<file path="src/design/simd_pkg.sv">
// Packed-SIMD unit shared definitions
// Lane width, operation and mode encodings, CTRL layout, lane flags
// and the Wishbone register map

package simd_pkg;

  // Width of one byte lane
  localparam int LANE_W = 8;

  typedef logic [LANE_W-1:0] byte_t;

  //////////////////////////////////////////////////////////////////////
  // Operation encodings
  //////////////////////////////////////////////////////////////////////

  typedef enum logic [2:0] {
    OP_ADD   = 3'd0,
    OP_SUB   = 3'd1,
    OP_CMPEQ = 3'd2,
    OP_CMPLT = 3'd3,
    OP_CMPLE = 3'd4,
    OP_MIN   = 3'd5,
    OP_MAX   = 3'd6
  } simd_op_e;

  // Result mode for add and sub only
  typedef enum logic [1:0] {
    MODE_WRAP  = 2'd0,
    MODE_SAT   = 2'd1,
    MODE_HALVE = 2'd2
  } sat_mode_e;

  typedef enum logic {
    EW_8  = 1'b0,
    EW_16 = 1'b1
  } elem_width_e;

  // CTRL register bits [6:0] with op in the top three
  typedef struct packed {
    simd_op_e    op;
    sat_mode_e   mode;
    elem_width_e width;
    logic        is_signed;
  } simd_ctrl_t;

  // Per-lane adder outputs
  typedef struct packed {
    byte_t sum;
    logic  carry;
    logic  a_msb;
    logic  b_msb;   // after inversion for subtract
    logic  zero;
  } lane_out_t;

  //////////////////////////////////////////////////////////////////////
  // Register map in word addresses
  //////////////////////////////////////////////////////////////////////

  typedef enum logic [2:0] {
    REG_OPA    = 3'd0,
    REG_OPB    = 3'd1,
    REG_CTRL   = 3'd2,
    REG_RESULT = 3'd3,
    REG_STATUS = 3'd4
  } wb_reg_e;

endpackage

</file>
<file path="src/design/simd_wb_regs.sv">
`timescale 1ns/1ps
// SIMD register block
// Wishbone classic slave holding operands and control, which latches
// the result and overflow status one cycle after each CTRL write

module simd_wb_regs import simd_pkg::*; #(
  parameter int NUM_LANES = 4
) (
  input  logic                        clk_i,
  input  logic                        rst_n_i,
  input  logic                        wb_cyc_i,
  input  logic                        wb_stb_i,
  input  logic                        wb_we_i,
  input  wb_reg_e                     wb_adr_i,
  input  logic [NUM_LANES*LANE_W-1:0] wb_dat_i,
  input  logic [NUM_LANES*LANE_W-1:0] result_i,
  input  logic                        ovf_i,
  output logic [NUM_LANES*LANE_W-1:0] wb_dat_o,
  output logic                        wb_ack_o,
  output logic [NUM_LANES*LANE_W-1:0] opa_o,
  output logic [NUM_LANES*LANE_W-1:0] opb_o,
  output simd_ctrl_t                  ctrl_o
);

  localparam int DW = NUM_LANES * LANE_W;
  localparam int CW = $bits(simd_ctrl_t);

  logic          ack_q;
  logic          start_q;
  logic          bus_req;
  logic [DW-1:0] rd_data;
  logic [DW-1:0] dat_q;
  logic [DW-1:0] opa_q;
  logic [DW-1:0] opb_q;
  logic [DW-1:0] result_q;
  simd_ctrl_t    ctrl_q;
  logic          ovf_q;

  // New request only while no ack is pending
  assign bus_req = wb_cyc_i & wb_stb_i & ~ack_q;

  // Read mux with unmapped words reading as zero
  always_comb begin
    rd_data = '0;
    case (wb_adr_i)
      REG_OPA:    rd_data = opa_q;
      REG_OPB:    rd_data = opb_q;
      REG_CTRL:   rd_data[CW-1:0] = ctrl_q;
      REG_RESULT: rd_data = result_q;
      REG_STATUS: rd_data[0] = ovf_q;
      default:    rd_data = '0;
    endcase
  end

  always_ff @(posedge clk_i) begin
    if (!rst_n_i) begin
      ack_q    <= 1'b0;
      start_q  <= 1'b0;
      dat_q    <= '0;
      opa_q    <= '0;
      opb_q    <= '0;
      ctrl_q   <= '0;
      result_q <= '0;
      ovf_q    <= 1'b0;
    end else begin
      ack_q   <= bus_req;
      start_q <= bus_req & wb_we_i & (wb_adr_i == REG_CTRL);
      dat_q   <= (bus_req & ~wb_we_i) ? rd_data : '0;
      // Writes land on the edge that raises ack
      if (bus_req && wb_we_i) begin
        case (wb_adr_i)
          REG_OPA:  opa_q  <= wb_dat_i;
          REG_OPB:  opb_q  <= wb_dat_i;
          REG_CTRL: ctrl_q <= simd_ctrl_t'(wb_dat_i[CW-1:0]);
          default:  ;
        endcase
      end
      // Merge output has settled on the new CTRL by now
      if (start_q) begin
        result_q <= result_i;
        ovf_q    <= ovf_i;
      end
    end
  end

  assign wb_ack_o = ack_q;
  assign wb_dat_o = dat_q;
  assign opa_o    = opa_q;
  assign opb_o    = opb_q;
  assign ctrl_o   = ctrl_q;

  //////////////////////////////////////////////////////////////////////
  // Bus protocol checks
  //////////////////////////////////////////////////////////////////////

  a_ack_after_req: assert property (@(posedge clk_i) disable iff (!rst_n_i)
    wb_ack_o |-> $past(wb_cyc_i && wb_stb_i))
    else $error("ack raised without cyc and stb in the previous cycle");

  a_ack_one_cycle: assert property (@(posedge clk_i) disable iff (!rst_n_i)
    wb_ack_o |=> !wb_ack_o)
    else $error("ack held high for two cycles");

endmodule

</file>
<file path="src/design/simd_byte_lane.sv">
`timescale 1ns/1ps
// SIMD byte lane
// One 8-bit adder/subtractor slice with element-aware carry in

module simd_byte_lane import simd_pkg::*; #(
  parameter int LANE_IDX = 0
) (
  input  byte_t      a_i,
  input  byte_t      b_i,
  input  simd_ctrl_t ctrl_i,
  input  logic       carry_i,
  output lane_out_t  lane_o,
  output logic       carry_o
);

  logic            invert_b;
  logic            elem_start;
  logic            cin;
  byte_t           b_eff;
  logic [LANE_W:0] sum_ext;

  // Compares and min/max run on a - b as well
  always_comb begin
    case (ctrl_i.op)
      OP_SUB, OP_CMPEQ, OP_CMPLT,
      OP_CMPLE, OP_MIN, OP_MAX: invert_b = 1'b1;
      default:                  invert_b = 1'b0;
    endcase
  end

  // Even lanes always open an element, odd lanes only in byte mode
  assign elem_start = (ctrl_i.width == EW_8) || (LANE_IDX % 2 == 0);

  // Two's complement +1 enters at the element's low lane
  assign cin   = elem_start ? invert_b : carry_i;
  assign b_eff = invert_b ? ~b_i : b_i;

  assign sum_ext = {1'b0, a_i} + {1'b0, b_eff} + {{LANE_W{1'b0}}, cin};

  assign lane_o.sum   = sum_ext[LANE_W-1:0];
  assign lane_o.carry = sum_ext[LANE_W];
  assign lane_o.a_msb = a_i[LANE_W-1];
  assign lane_o.b_msb = b_eff[LANE_W-1];
  assign lane_o.zero  = (sum_ext[LANE_W-1:0] == '0);

  assign carry_o = sum_ext[LANE_W];

endmodule

</file>
<file path="src/design/simd_lane_merge.sv">
`timescale 1ns/1ps
// SIMD lane merge
// Builds elements from the lane outputs and applies wrap, saturate,
// halve, compare masks and min/max selection

module simd_lane_merge import simd_pkg::*; #(
  parameter int NUM_LANES = 4
) (
  input  logic [NUM_LANES*LANE_W-1:0] opa_i,
  input  logic [NUM_LANES*LANE_W-1:0] opb_i,
  input  lane_out_t                   lanes_i [NUM_LANES],
  input  simd_ctrl_t                  ctrl_i,
  output logic [NUM_LANES*LANE_W-1:0] result_o,
  output logic                        ovf_o
);

  logic                 is16;
  logic                 arith;
  logic                 sub_like;
  logic [NUM_LANES-1:0] clamped;

  assign is16     = (ctrl_i.width == EW_16);
  assign arith    = (ctrl_i.op == OP_ADD) || (ctrl_i.op == OP_SUB);
  assign sub_like = (ctrl_i.op != OP_ADD);

  //////////////////////////////////////////////////////////////////////
  // Per-lane view of its element
  //////////////////////////////////////////////////////////////////////

  for (genvar b = 0; b < NUM_LANES; b++) begin : gen_elem
    localparam int LO = b - (b % 2);
    localparam int HI = LO + 1;

    lane_out_t top;
    byte_t     a_byte;
    byte_t     b_byte;
    byte_t     wrap_byte;
    byte_t     sat_byte;
    byte_t     halve_byte;
    byte_t     res_byte;
    logic      is_top;
    logic      eq;
    logic      ovf_s;
    logic      ovf_u;
    logic      ovf;
    logic      neg;
    logic      half_msb;

    // Sign and carry come from the element's top lane
    assign top    = is16 ? lanes_i[HI] : lanes_i[b];
    assign is_top = !is16 || (b % 2 == 1);

    assign eq = is16 ? (lanes_i[LO].zero & lanes_i[HI].zero) : lanes_i[b].zero;

    // Same operand signs but the result sign flipped
    assign ovf_s = (top.a_msb == top.b_msb) && (top.sum[LANE_W-1] != top.a_msb);
    // Carry on add, borrow on subtract
    assign ovf_u = top.carry ^ sub_like;
    assign ovf   = ctrl_i.is_signed ? ovf_s : ovf_u;

    // Top bit of the exact result
    // Doubles as a < b for compares and min/max
    assign neg = ctrl_i.is_signed ? (top.sum[LANE_W-1] ^ ovf_s) : ovf_u;

    assign a_byte    = opa_i[b*LANE_W +: LANE_W];
    assign b_byte    = opb_i[b*LANE_W +: LANE_W];
    assign wrap_byte = lanes_i[b].sum;

    // Low byte of a halfword takes its new msb from the high lane
    assign half_msb   = is_top ? neg : lanes_i[HI].sum[0];
    assign halve_byte = {half_msb, wrap_byte[LANE_W-1:1]};

    always_comb begin
      if (!ovf) begin
        sat_byte = wrap_byte;
      end else if (!ctrl_i.is_signed) begin
        sat_byte = sub_like ? '0 : '1;
      end else if (is_top) begin
        // Negative overflow goes to the minimum
        sat_byte = top.a_msb ? {1'b1, {(LANE_W-1){1'b0}}} : {1'b0, {(LANE_W-1){1'b1}}};
      end else begin
        sat_byte = top.a_msb ? '0 : '1;
      end
    end

    always_comb begin
      case (ctrl_i.op)
        OP_ADD, OP_SUB: begin
          case (ctrl_i.mode)
            MODE_SAT:   res_byte = sat_byte;
            MODE_HALVE: res_byte = halve_byte;
            default:    res_byte = wrap_byte;
          endcase
        end
        OP_CMPEQ: res_byte = {LANE_W{eq}};
        OP_CMPLT: res_byte = {LANE_W{neg}};
        OP_CMPLE: res_byte = {LANE_W{neg | eq}};
        OP_MIN:   res_byte = neg ? a_byte : b_byte;
        OP_MAX:   res_byte = neg ? b_byte : a_byte;
        default:  res_byte = '0;
      endcase
    end

    assign result_o[b*LANE_W +: LANE_W] = res_byte;
    assign clamped[b] = arith && (ctrl_i.mode == MODE_SAT) && ovf;
  end

  assign ovf_o = |clamped;

  // Overflow is a saturating add/sub event only
  always_comb begin
    a_ovf_sat_only: assert final (!ovf_o || (arith && ctrl_i.mode == MODE_SAT))
      else $error("overflow flagged outside saturating add/sub");
  end

endmodule

</file>
<file path="src/design/simd_alu_top.sv">
`timescale 1ns/1ps
// Packed-SIMD arithmetic unit, Wishbone classic peripheral
// Register block, a chain of byte lanes and the element merge

module simd_alu_top import simd_pkg::*; #(
  parameter int NUM_LANES = 4
) (
  input  logic                        clk_i,
  input  logic                        rst_n_i,
  input  logic                        wb_cyc_i,
  input  logic                        wb_stb_i,
  input  logic                        wb_we_i,
  input  logic [2:0]                  wb_adr_i,
  input  logic [NUM_LANES*LANE_W-1:0] wb_dat_i,
  output logic [NUM_LANES*LANE_W-1:0] wb_dat_o,
  output logic                        wb_ack_o
);

  logic [NUM_LANES*LANE_W-1:0] opa;
  logic [NUM_LANES*LANE_W-1:0] opb;
  logic [NUM_LANES*LANE_W-1:0] result;
  simd_ctrl_t                  ctrl;
  logic                        ovf;
  lane_out_t                   lanes [NUM_LANES];
  logic [NUM_LANES:0]          carry;

  simd_wb_regs #(
    .NUM_LANES (NUM_LANES)
  ) i_regs (
    .clk_i    (clk_i),
    .rst_n_i  (rst_n_i),
    .wb_cyc_i (wb_cyc_i),
    .wb_stb_i (wb_stb_i),
    .wb_we_i  (wb_we_i),
    .wb_adr_i (wb_reg_e'(wb_adr_i)),
    .wb_dat_i (wb_dat_i),
    .result_i (result),
    .ovf_i    (ovf),
    .wb_dat_o (wb_dat_o),
    .wb_ack_o (wb_ack_o),
    .opa_o    (opa),
    .opb_o    (opb),
    .ctrl_o   (ctrl)
  );

  // Carry ripples from lane 0 upward
  assign carry[0] = 1'b0;

  for (genvar b = 0; b < NUM_LANES; b++) begin : gen_lane
    simd_byte_lane #(
      .LANE_IDX (b)
    ) i_lane (
      .a_i     (opa[b*LANE_W +: LANE_W]),
      .b_i     (opb[b*LANE_W +: LANE_W]),
      .ctrl_i  (ctrl),
      .carry_i (carry[b]),
      .lane_o  (lanes[b]),
      .carry_o (carry[b+1])
    );
  end

  simd_lane_merge #(
    .NUM_LANES (NUM_LANES)
  ) i_merge (
    .opa_i    (opa),
    .opb_i    (opb),
    .lanes_i  (lanes),
    .ctrl_i   (ctrl),
    .result_o (result),
    .ovf_o    (ovf)
  );

endmodule

</file>
<file path="config.mk">
export PLATFORM = sky130hd
export DESIGN_NAME = simd_alu_top
export DESIGN_NICKNAME = d
export VERILOG_FILES = /design/src/design/simd_pkg.sv /design/src/design/simd_wb_regs.sv /design/src/design/simd_byte_lane.sv /design/src/design/simd_lane_merge.sv /design/src/design/simd_alu_top.sv
export SDC_FILE = /design/constraint.sdc
export NUM_CORES = 1
export LEC_CHECK = 0
export BUFFER_PORTS_ARGS = -buffer_cell sky130_fd_sc_hd__buf_4
export CAP_MARGIN = 20
export CORE_ASPECT_RATIO = 0.9
export CORE_MARGIN = 2
export CORE_UTILIZATION = 45
export CTS_BUF_LIST = sky130_fd_sc_hd__clkbuf_16
export CTS_CLUSTER_DIAMETER = 40
export CTS_CLUSTER_SIZE = 10
export DETAILED_ROUTE_END_ITERATION = 8
export GPL_TIMING_DRIVEN = 0
export MAX_ROUTING_LAYER = met4
export PLACE_DENSITY = 0.72
export SYNTH_ARGS = -nofsm -noshare
export SYNTH_HDL_FRONTEND = slang
export SYNTH_HIERARCHICAL = 1
export SYNTH_SLANG_ARGS = --single-unit
</file>
<file path="constraint.sdc">
create_clock -name clk_i -period 5.5 [get_ports clk_i]
set_input_delay 0.825 -clock clk_i [delete_from_list [all_inputs] [get_ports clk_i]]
set_output_delay 0.825 -clock clk_i [all_outputs]
set_load 0.01 [all_outputs]
</file>
# After elaboration in Yosys (flattened, before gate mapping)
# Cells that the tools add are included.
# word_totals
reg_bits	138
input_bits	40
output_inout_bits	33
elab_cells	148
# classes
addsub	8
reduce_logical	25
muxes	59
n_eq_ne	20
bitwise_logic	25
# ops
operator	count
2-to-1 mux 8 bit	29
case mux 8 bit (6 select lines)	4
case mux 25 bit (3 select lines)	1
case mux 8 bit (2 select lines)	4
adder 8 x 8 -> 9 bit	4
adder 9 x 1 -> 9 bit	4
zero test 8 bit	4
NOT 8 bit	4
2-to-1 mux 12 bit	2
case mux 6 bit (4 select lines)	1
2-to-1 mux 1 bit	17
equality test 3 x 2 -> 1 bit (second input constant)	4
equality test 3 bit (second input constant)	4
logical AND 1 bit	10
AND reduction 2 bit	4
XOR 1 bit	8
bitwise AND 1 bit	7
equality test 3 x 1 -> 1 bit (second input constant)	2
zero test 3 bit	2
OR reduction 6 bit	1
case mux 1 bit (5 select lines)	1
equality test 1 bit	4
!= test 1 bit	4
OR 1 bit	4
other kinds (7)	8

# Logic depth before layout (Yosys ltp)
# Gate-level depths: netlist of run 1.
# depth
word_depth	17
mapped_depth	30
mapped_depth_nobuf	26

# Modules after synthesis
# The synthesis of run 1 kept the hierarchy.
# modules_own_cells
module	cells_each	instances	seq_area_each_um2	area_per_inst_um2
simd_wb_regs	531	1	2762.6	5471.5
simd_lane_merge	395	1	0.0	2493.6
simd_byte_lane (gen_lane[0].i_lane ...)	78	2	0.0	583.1
simd_byte_lane (gen_lane[3].i_lane)	62	1	0.0	506.7
simd_byte_lane (gen_lane[1].i_lane)	62	1	0.0	500.5
simd_alu_top	1	1	0.0	3.8

# Least setup slack after synthesis of run 1
# No wires, ideal clock.
# synth_timing
kind	flip-flop to flip-flop
from	register i_regs.ctrl_q, in the netlist i_regs/ctrl_o[6]
to	register i_regs.result_q[23]
required_time_ns	5.372
path_buffers	4
setup_slack_ns	-0.204
synth_period_minus_slack_ns	5.704
t_arrival_ns	5.577
setup_ns	0.128
path_stages_with_launch	31
path_cell_list	dfxtp_1 > and3_1 > or2_1 > buf_2 > xnor2_1 > inv_1 > fa_1 > nor2b_4 > o31a_1 > o31a_1 > o21ai_0 > nand2b_1 > a21oi_1 > fa_1 > fa_1 > nor2b_1 > o31ai_2 > a21oi_1 > o21ai_0 > nand2b_1 > buf_4 > mux2i_1 > xnor2_1 > a211o_1 > buf_6 > buf_12 > mux2i_1 > o22ai_1 > a2111o_1 > mux2i_1 > nor2_1
# synth_between
word_cells_on_any_way	39
cone_classes	4 x add/sub; 8 x eq/ne; 16 x mux; 4 x bitwise; 7 x reduce/logical
# synth_lines
element	line	rtl
from (decl)	simd_wb_regs.sv:36	simd_ctrl_t ctrl_q;
from (signal assigned)	simd_wb_regs.sv:74	REG_CTRL: ctrl_q <= simd_ctrl_t'(wb_dat_i[CW-1:0]);
equality test 3 x 1 -> 1 bit, or another cell as far along	simd_byte_lane.sv:24	case (ctrl_i.op)
OR reduction 6 bit *	simd_byte_lane.sv:24	
2-to-1 mux 1 bit *	simd_byte_lane.sv:24	
2-to-1 mux 8 bit	simd_byte_lane.sv:36	assign b_eff = invert_b ? ~b_i : b_i;
adder 8 x 8 -> 9 bit	simd_byte_lane.sv:38	assign sum_ext = {1'b0, a_i} + {1'b0, b_eff} + {{LANE_W{1'b0}}, cin};
adder 9 x 1 -> 9 bit *	simd_byte_lane.sv:38	
net carry[3]	simd_alu_top.sv:25	logic [NUM_LANES:0] carry;
2-to-1 mux 1 bit *	simd_byte_lane.sv:35	assign cin = elem_start ? invert_b : carry_i;
adder 9 x 1 -> 9 bit *	simd_byte_lane.sv:38	
net carry[4]	simd_alu_top.sv:25	
2-to-1 mux 12 bit *	simd_lane_merge.sv:50	assign top = is16 ? lanes_i[HI] : lanes_i[b];
XOR 1 bit *	simd_lane_merge.sv:58	assign ovf_u = top.carry ^ sub_like;
2-to-1 mux 1 bit (on tied branches)	simd_lane_merge.sv:63, simd_lane_merge.sv:59	
2-to-1 mux 1 bit / 2-to-1 mux 8 bit (equally long branches)	simd_lane_merge.sv:70, simd_lane_merge.sv:74	
case mux 8 bit (2 select lines)	simd_lane_merge.sv:89	case (ctrl_i.mode)
case mux 8 bit (6 select lines) *	simd_lane_merge.sv:87	case (ctrl_i.op)
net result[23]	simd_alu_top.sv:21	logic [NUM_LANES*LANE_W-1:0] result;
to (signal assigned)	simd_wb_regs.sv:80	result_q <= result_i;
to (decl)	simd_wb_regs.sv:35	logic [DW-1:0] result_q;
# The timed path passes the listed nets; every way through them passes the cells marked *.
# A chain may end at the register's enable or synchronous reset.

# Worst setup path in the final report of run 1
# layout_timing
from	register i_regs.ctrl_q, in the netlist i_regs/ctrl_o[6]
to	register i_regs.result_q[6]
# layout_between
word_cells_on_any_way	38
cone_classes	4 x add/sub; 8 x eq/ne; 15 x mux; 4 x bitwise; 7 x reduce/logical
# layout_lines
element	line	rtl
equality test 3 x 1 -> 1 bit, or another cell as far along	simd_byte_lane.sv:24	
OR reduction 6 bit *	simd_byte_lane.sv:24	
2-to-1 mux 1 bit *	simd_byte_lane.sv:24	
2-to-1 mux 8 bit	simd_byte_lane.sv:36	
adder 8 x 8 -> 9 bit	simd_byte_lane.sv:38	
adder 9 x 1 -> 9 bit *	simd_byte_lane.sv:38	
net carry[1]	simd_alu_top.sv:25	
2-to-1 mux 1 bit *	simd_byte_lane.sv:35	
adder 9 x 1 -> 9 bit *	simd_byte_lane.sv:38	
net carry[2]	simd_alu_top.sv:25	
2-to-1 mux 12 bit *	simd_lane_merge.sv:50	
XOR 1 bit *	simd_lane_merge.sv:58	
2-to-1 mux 1 bit	simd_lane_merge.sv:59	assign ovf = ctrl_i.is_signed ? ovf_s : ovf_u;
2-to-1 mux 8 bit	simd_lane_merge.sv:74	if (!ovf) begin
case mux 8 bit (2 select lines)	simd_lane_merge.sv:89	
case mux 8 bit (6 select lines) *	simd_lane_merge.sv:87	
net result[6]	simd_alu_top.sv:21	
# Marked as above.

==> results of run 1 <==
## layout make-up
class                           count  share of cell area (%)
Buffer                             88                   4.539
Clock buffer                       17                   3.399
Clock inverter                     14                   1.650
Inverter                           33                  0.9898
Multi-Input combinational cell    941                   56.41
Sequential cell                   138                   22.17
Tap cell                          297                   2.969
Timing Repair Buffer              125                   7.878
## routing by layer
layer	vias up	track usage [%]	wire length [um]
li1	4652	-	-
met4	0	10.66	1107
met3	85	4.205	2421
met1	4779	36.59	14300
met5	-	-	0
met2	418	43.13	14800
## path summary, 6_finish.rpt
check | to | slack, ps | depth (start not counted)
max reg2reg | i_regs/result_q[6] | -200 | 28
min reg2reg | i_regs/result_q[29] | 490 | 2
min | i_regs/result_q[29] | 490 | 2
max | i_regs/result_q[6] | -200 | 28
## registers in the layout (all words and copies together) (netlist names)
name / count
i_regs/ctrl_o: 7
i_regs/opa_o: 32
i_regs/opb_o: 32
i_regs/ovf_q: 1
i_regs/result_q: 32
i_regs/start_q: 1
i_regs/wb_ack_o: 1
i_regs/wb_dat_o: 32
## per-stage QoR
stage	setup WS, ps	TNS, ps
2_1_floorplan	-66.20	-372.9
3_3_place_gp	-1064	-27250
3_5_place_dp	-1136	-30940
4_1_cts	-353.4	-7154
5_1_grt	-389.7	-9495
6_report	-204.6	-2447
## power groups by stage
| stage | Combinational (mW) | Sequential, mW | Clock (mW) |
|---|---|---|---|
| 2_1_floorplan | 0.151 | 1.03 | 0 |
| 3_3_place_gp | 0.224 | 1.03 | 0 |
| 3_5_place_dp | 0.227 | 1.03 | 0 |
| 4_1_cts | 0.243 | 1.01 | 1.26 |
| 5_1_grt | 0.273 | 1.01 | 1.30 |
| 6_report | 0.254 | 1.01 | 1.25 |
## worst max-delay path, delay by kind of cell, from the launching register on
kind / cells / cell delay [ps]
AOI/OAI and AO/OA: 8 / 1530
muxes: 3 / 560
adders and majority gates: 3 / 810
xor gates and xnor gates: 2 / 290
and+or+nand+nor: 9 / 1540
buffers and inverters: 3 / 430
DFF: 1 / 380
## repair_timing
action / 4_1_cts / 5_1_grt
hold endpoints to repair: 0 / 0
gates cloned: 1 / 1
buffers inserted: 38 / 15
resized for setup: 72 / 36
pin swaps: 53 / 46
hold buffers: 0 / 0
endpoints found under the setup margin: 33 / 33
==> run summary, run 1 <==
The logs give 9490 for the via count of the first global-routing pass and 1653 for the post-layout instance count excluding filler cells. The analysis attributes to net switching a power of 0.6074 mW. Internal power comes to 1.905 mW.

TritonCTS created 17 clock buffers. The finished cells cover 12510 um2. The floorplan step set the die width to 162.2 um. CTS built an H-tree with a depth of 4.

IR analysis of the VDD net gives a maximum drop of 0.1646 mV. The tools report the area of the die as 23750 um2. The logs give 45.43% for the starting density of the core and 27.80% for the global routing usage summed across all routing layers. The clock period minus worst slack is 5705 ps. The worst hold path belongs to the class register to register. The cell type of the slowest stage on the worst timing path is sky130_fd_sc_hd__or4_1. The static leakage was 5.498 nW. The checks that failed: negative setup slack. The flow ran to the end, but the final reports show violations.

The later pin in the worst-skew pair is clocked with a latency of 430 ps. In the final routed layout, each cell accounts on average for 19.74 um. STA puts the critical path data required time at 5780 ps. The clock drives 138 sinks.

The hold violation count in the final report came out at 0. The routed design has 32.63 mm of wire. The synthesis-to-layout area growth came out at 23.44%. For the net count of the mapped netlist, the log shows 1282.

Final count of pins violating max slew: 0. For this run, design rule violations remaining after detail routing come to 0. Using the TritonRoute via totals, the vias-per-cell ratio works out to 6.010. The count of buffers from port buffering works out to 71. The average instance in the mapped netlist occupies 8.407 um2. TritonCTS built the clock tree.

The largest incremental delay on the critical path came out at 500 ps. The sequential share of power came out at 40.1%. The setup slack after layout was -204.6 ps; the post-detailed-placement cell area was 11050 um2. Top achievable clock speed: 175.3 MHz. For the last weighted congestion value of the routability-driven placer, the log shows 0.9657.

Across the whole layout, storage elements account for 2774 um2. The synthesis warning total is 6, and the CTS clock-pin slew for the worst setup and hold paths is 60 ps. In this design, the critical path's most frequently occurring cell is sky130_fd_sc_hd__buf_6.

Tracing the worst setup path back leads to its startpoint at i_regs/ctrl_o[6]. Entering global routing, the biggest net connects 17 pins. The final standard cell utilization of the core was 56.08%; the normalized max-slew margin was 42.38%. In this run the cell area of the synthesized design comes to 10140 um2. Number of primary I/O pins: 73. The area of the multi-input gates is 7059 um2, and the final-layout fill cell count is 2027. The slew of the pin with the lowest slew margin was 864.4 ps. The worst setup path is captured at a register. STA classifies the critical path startpoint as a register. Data on the critical path arrives at its endpoint at 5990 ps. Detailed routing inserted a total of 9934 vias. The worst setup path is of the register to register kind.

The detailed router's first-iteration violation count is 980, and the total power consumption of the routed design is 2.512 mW. The fraction of power consumed by combinational cells was 10.1%. Setup repair after global routing could not meet its margin everywhere. The first global-routing pass estimated 50.91 mm of wire. The clock group share of total power was 49.8%; the number of routed nets with antenna violations was 0. For the hold slack, the log shows 491.5 ps. The tools report the hold path startpoint as i_regs/result_q[29].

For the deepest clock path buffer count, the log shows 2. The global route total overflow is 0, and the share of cells above drive strength 1 is 24.78%. The leading cell type in the layout, fill and taps excluded is sky130_fd_sc_hd__nand2_1. Count of mapped cells out of synthesis: 1206. Net switching is 24.18% of the power. The die height is 146.4 um, and the HPWL after detailed placement is 22.57 mm.

Final-stage net count: 1420. After floorplanning, the core was divided into 52 placement rows. After detailed placement, the design holds a cell count of 1574.

Clock tree root driver cell: sky130_fd_sc_hd__clkbuf_16. In the layout the commonest cells are sky130_fd_sc_hd__nand2_1, sky130_fd_sc_hd__dfxtp_1, sky130_fd_sc_hd__mux2i_1. For this design the ratio of total power to cell area is 200.7 nW/um2. In this run the standard cell core region covers 22320 um2. Setup violations remaining at the end of the flow were counted as 23. The share of the cycle needed by the critical path after routing was 103.7%. The critical-path maximum fanout is 8.

Before antenna repair, the detailed router went through 5 iterations. The count of inserted antenna diode cells came out at 0. The final clock skew came out at 15.02 ps. Across the run, the number of max-cap violations was 0. Reg-to-reg critical path startpoint: i_regs/ctrl_o[6]. The initial antenna violation count was 0.
(Power assumes the default switching activity.)
==> run 2, diff against run 1 <==
--- a/config.mk
+++ b/config.mk
@@ -19,5 +19,4 @@
 export PLACE_DENSITY = 0.72
 export SYNTH_ARGS = -nofsm -noshare
 export SYNTH_HDL_FRONTEND = slang
-export SYNTH_HIERARCHICAL = 1
 export SYNTH_SLANG_ARGS = --single-unit
==> run 2 against run 1 <==
The flow still finishes with violations (negative setup slack). Sequential power hardly changed. Critical path depth is 1 higher. Sequential share of layout area is 0.95 points lower. Core utilization is 6.8 points higher. Via count is 6.0% higher. Fmax is 4.2% lower. Critical endpoint is now i_regs.result_q[19]. Largest power group unchanged. Highest routed layer unchanged.
==> run summary, run 2 <==
The proportion of netlist area held by the largest area contributor works out to 28.97%. The tools report the max-cap violation count as 0 (unchanged). The commonest cells after synthesis are sky130_fd_sc_hd__nand2_1, sky130_fd_sc_hd__dfxtp_1, sky130_fd_sc_hd__a21oi_1, sky130_fd_sc_hd__nor2_1, sky130_fd_sc_hd__a21boi_0. The starting density of the core is 45.91% (+0.48 points), and the synthesis-to-layout area growth is 36.99%. The via count of the first global-routing pass is 9736 (+2.6%). sky130_fd_sc_hd__dfxtp_1 takes more of the synthesized area than any other cell. The run gives 2.593 mW (+3.2%) as the total power consumption of the routed design. The tools report the clock tree root driver cell as sky130_fd_sc_hd__clkbuf_16.

Overall die width: 157.4 um (-2.9%). The run gives 0 (unchanged) as the hold buffer count at CTS. The count of inserted antenna diode cells came out at 0 (unchanged). The clock period minus worst slack was 5956 ps (+250.9 ps); the register area share after synthesis was 28.97%. The HPWL after detailed placement is 24.90 mm (+10%), and the average wire per cell in the routed design is 21.57 um (+9.2%). The run gives 8.651 ps (-6.372 ps) as the final clock skew. The logs give 138 (unchanged) for the number of clock sinks and 13060 um2 (+4.4%) for the cell area after layout.

The number of primary I/O pins came out at 73 (unchanged). Total routed wirelength: 37.14 mm (+14%). On the critical path, the stage with the largest delay is an instance of sky130_fd_sc_hd__fa_2. Most common flop cell mapped by yosys: sky130_fd_sc_hd__dfxtp_1. The detailed-route vias per instance works out to 6.114 (+1.7%). Total DRC errors in the routed layout: 0 (unchanged). The logs give 440 ps (about the same) for the latest clock arrival within the worst-skew pair and 1144 (+17%) for the detailed router's first-iteration violation count.

The most common cell in the synthesized netlist is sky130_fd_sc_hd__nand2_1. The run gives 167.9 MHz (-4.2%) as the top achievable clock speed. The number of synthesized flops with an enable pin came out at 0. The synthesized area per cell was 7.867 um2 (-6.4%); the required time reported for the critical path endpoint was 5790 ps (about the same). The logs give 0 (-6) for the synthesis warning total and 33 (+43%) for the setup violation total in the final timing report.

The share of cells above drive strength 1 came out at 26.88% (+2.1 points). The area of the die is 22370 um2 (-5.8%), and the normalized max-slew margin is 36.34% (-6.0 points). The initial antenna violation count came out at 0 (unchanged). The logs give -460 ps (-250 ps) for the register-to-register setup slack and 33.50% (+5.7 points) for the global routing usage summed across all routing layers. In the post-synthesis netlist, the biggest area contributors are sky130_fd_sc_hd__dfxtp_1, sky130_fd_sc_hd__nand2_1, sky130_fd_sc_hd__a21oi_1. The tools report the setup slack after layout as -455.5 ps (-250.9 ps). The worst setup path is launched from a register.

Share of the cycle needed by the critical path after routing: 108.3% (+4.6 points). Setup repair after global routing could not meet its margin everywhere. The library cells used most frequently in the layout, excluding fill and tap cells, are sky130_fd_sc_hd__nand2_1, sky130_fd_sc_hd__buf_4, sky130_fd_sc_hd__dfxtp_1. The share of synthesized flip-flops with an asynchronous set or reset came out at 0%. The global route total overflow came out at 0 (unchanged). The number of routed nets with antenna violations is 0 (unchanged), and the final-layout fill cell count is 1792 (-12%). The class of the most critical setup path is register to register.

The critical-path maximum fanout was 7 (-1). Routed via count: 10530 (+6.0%). The hold violation count in the final report came out at 0 (unchanged). The die height was 142.1 um (-2.9%). The tools report the last weighted congestion value of the routability-driven placer as 1.059 (+9.6%). The CTS clock-pin slew for the worst setup and hold paths came out at 60 ps (about the same). The final-stage net count was 1501 (+5.7%); the slew of the pin with the lowest slew margin was 954.9 ps (+90.56 ps). The post-detailed-placement cell area came out at 10570 um2 (-4.3%). The tools report the hold slack as 456.5 ps (-34.95 ps). The run gives 2 (unchanged) as the deepest clock path buffer count. The total number of H-tree levels was 4 (unchanged); the largest incremental delay on the critical path was 480 ps (-20 ps). The tools report the detailed-router iteration count before antenna repair as 6 (+1).

The number of core rows is 50 (-3.8%). Net count of the mapped netlist: 1290 (+0.62%). The run finished, with violations left.

The count of mapped cells out of synthesis came out at 1212 (+0.50%). The final reports fail on negative setup slack. The static leakage is 4.970 nW (-9.6%).

Count of buffers from port buffering: 72 (+1.4%). The final standard cell utilization of the core was 62.89% (+6.8 points); the netlist area before placement was 9535 um2 (-5.9%). The tools report the pre-CTS setup slack as -1643 ps (-506.3 ps). The total clock buffers created by CTS came out at 17 (unchanged).

The number of different library cells in the post-synthesis netlist is 81. The library cell used most frequently in the layout, excluding fill and tap cells, is sky130_fd_sc_hd__nand2_1. The path class of the tightest hold or removal check is register to register. TritonCTS built the clock tree. The total power density per cell area was 198.5 nW/um2 (-1.1%). The logs give 0.1563 mV (-5.0%) for the worst ir drop on vdd and 20770 um2 (-6.9%) for the core footprint. The arrival time at the worst endpoint is 6250 ps (+260 ps). STA classifies the critical path endpoint as a register.

First-pass GRT wire length: 55.25 mm (+8.5%). The final count of pins violating max slew was 0 (unchanged). The largest net degree at the start of global routing came out at 17 (unchanged). Counting flops and latches in the post-synthesis netlist gives 138.
## run 2: final timing paths
path,from,to,cells after the start
setup / recovery,i_regs.ctrl_o[6],i_regs.result_q[19],29
hold / removal,i_regs.result_q[31],i_regs.result_q[31],2
setup reg to reg,i_regs.ctrl_o[6],i_regs.result_q[19],29
hold reg to reg,i_regs.result_q[31],i_regs.result_q[31],2
## run 2: logic make-up (layout without fill, tap and decap cells)
kind of cell,after synthesis,count (layout),synth area share (%)
AOI/OAI and AO/OA,392,392,27.71
xor gates and xnor gates,57,57,5.393
adders and majority gates,40,40,5.839
buffers and inverters,104,327,4.225
DFF,138,138,28.97
muxes,62,63,7.519
and+or+nand+nor,419,419,20.34
## run 2: routing by layer
layer / track usage [%] / share of wire [%] / up-vias
met4: 17.85 / 6.0 / 0
met1: 42.82 / 41 / 5001
met5: - / 0 / -
li1: - / - / 4786
met2: 50.49 / 44 / 590
met3: 5.968 / 8.7 / 152
## run 2: power breakdown
group | internal (mW) | total (mW) | switching, mW
clock | 0.852 | 1.34 | 0.492
sequential | 1.00 | 1.01 | 0.00581
combinational | 0.103 | 0.241 | 0.138
total | 1.96 | 2.59 | 0.636
## run 2: per-stage QoR
| step | TNS (ps) | cells |
|---|---|---|
| finish | -6888 | 1722 |
| floorplan | -1671 | 1212 |
| CTS | -9112 | 1691 |
| global placement | -37760 | 1570 |
| global route | -13810 | 1722 |
| detailed placement | -37460 | 1571 |
## run 2: final cells by class
cell class,instances,area [um2],area share [%]
plain buffers,75,322.8,2.471
clock buffers,17,425.4,3.257
clock inverters,15,245.2,1.877
inverters,25,98.84,0.7567
multi-input cells,971,7243,55.45
flip-flops and latches,138,2771,21.22
well taps,286,357.8,2.739
repair buffers,195,1598,12.23
## run 2: repair_timing
| item | 4_1_cts | 5_1_grt |
|---|---|---|
| buffers inserted | 101 | 47 |
| setup endpoints to repair | 33 | 33 |
| gates cloned | 1 | 0 |
| pin swaps | 53 | 71 |
| gates resized for setup | 90 | 93 |
## run 2: worst max-delay path, delay by kind of cell (launching register included)
family / cells / cell delay (ps)
AO/OA/AOI/OAI: 13 / 2110
XOR/XNOR: 1 / 130
adder cells (fa/ha/maj): 3 / 1110
buffers and inverters: 5 / 700
flip-flops: 1 / 360
multiplexers: 1 / 260
AND/OR/NAND/NOR: 6 / 1140
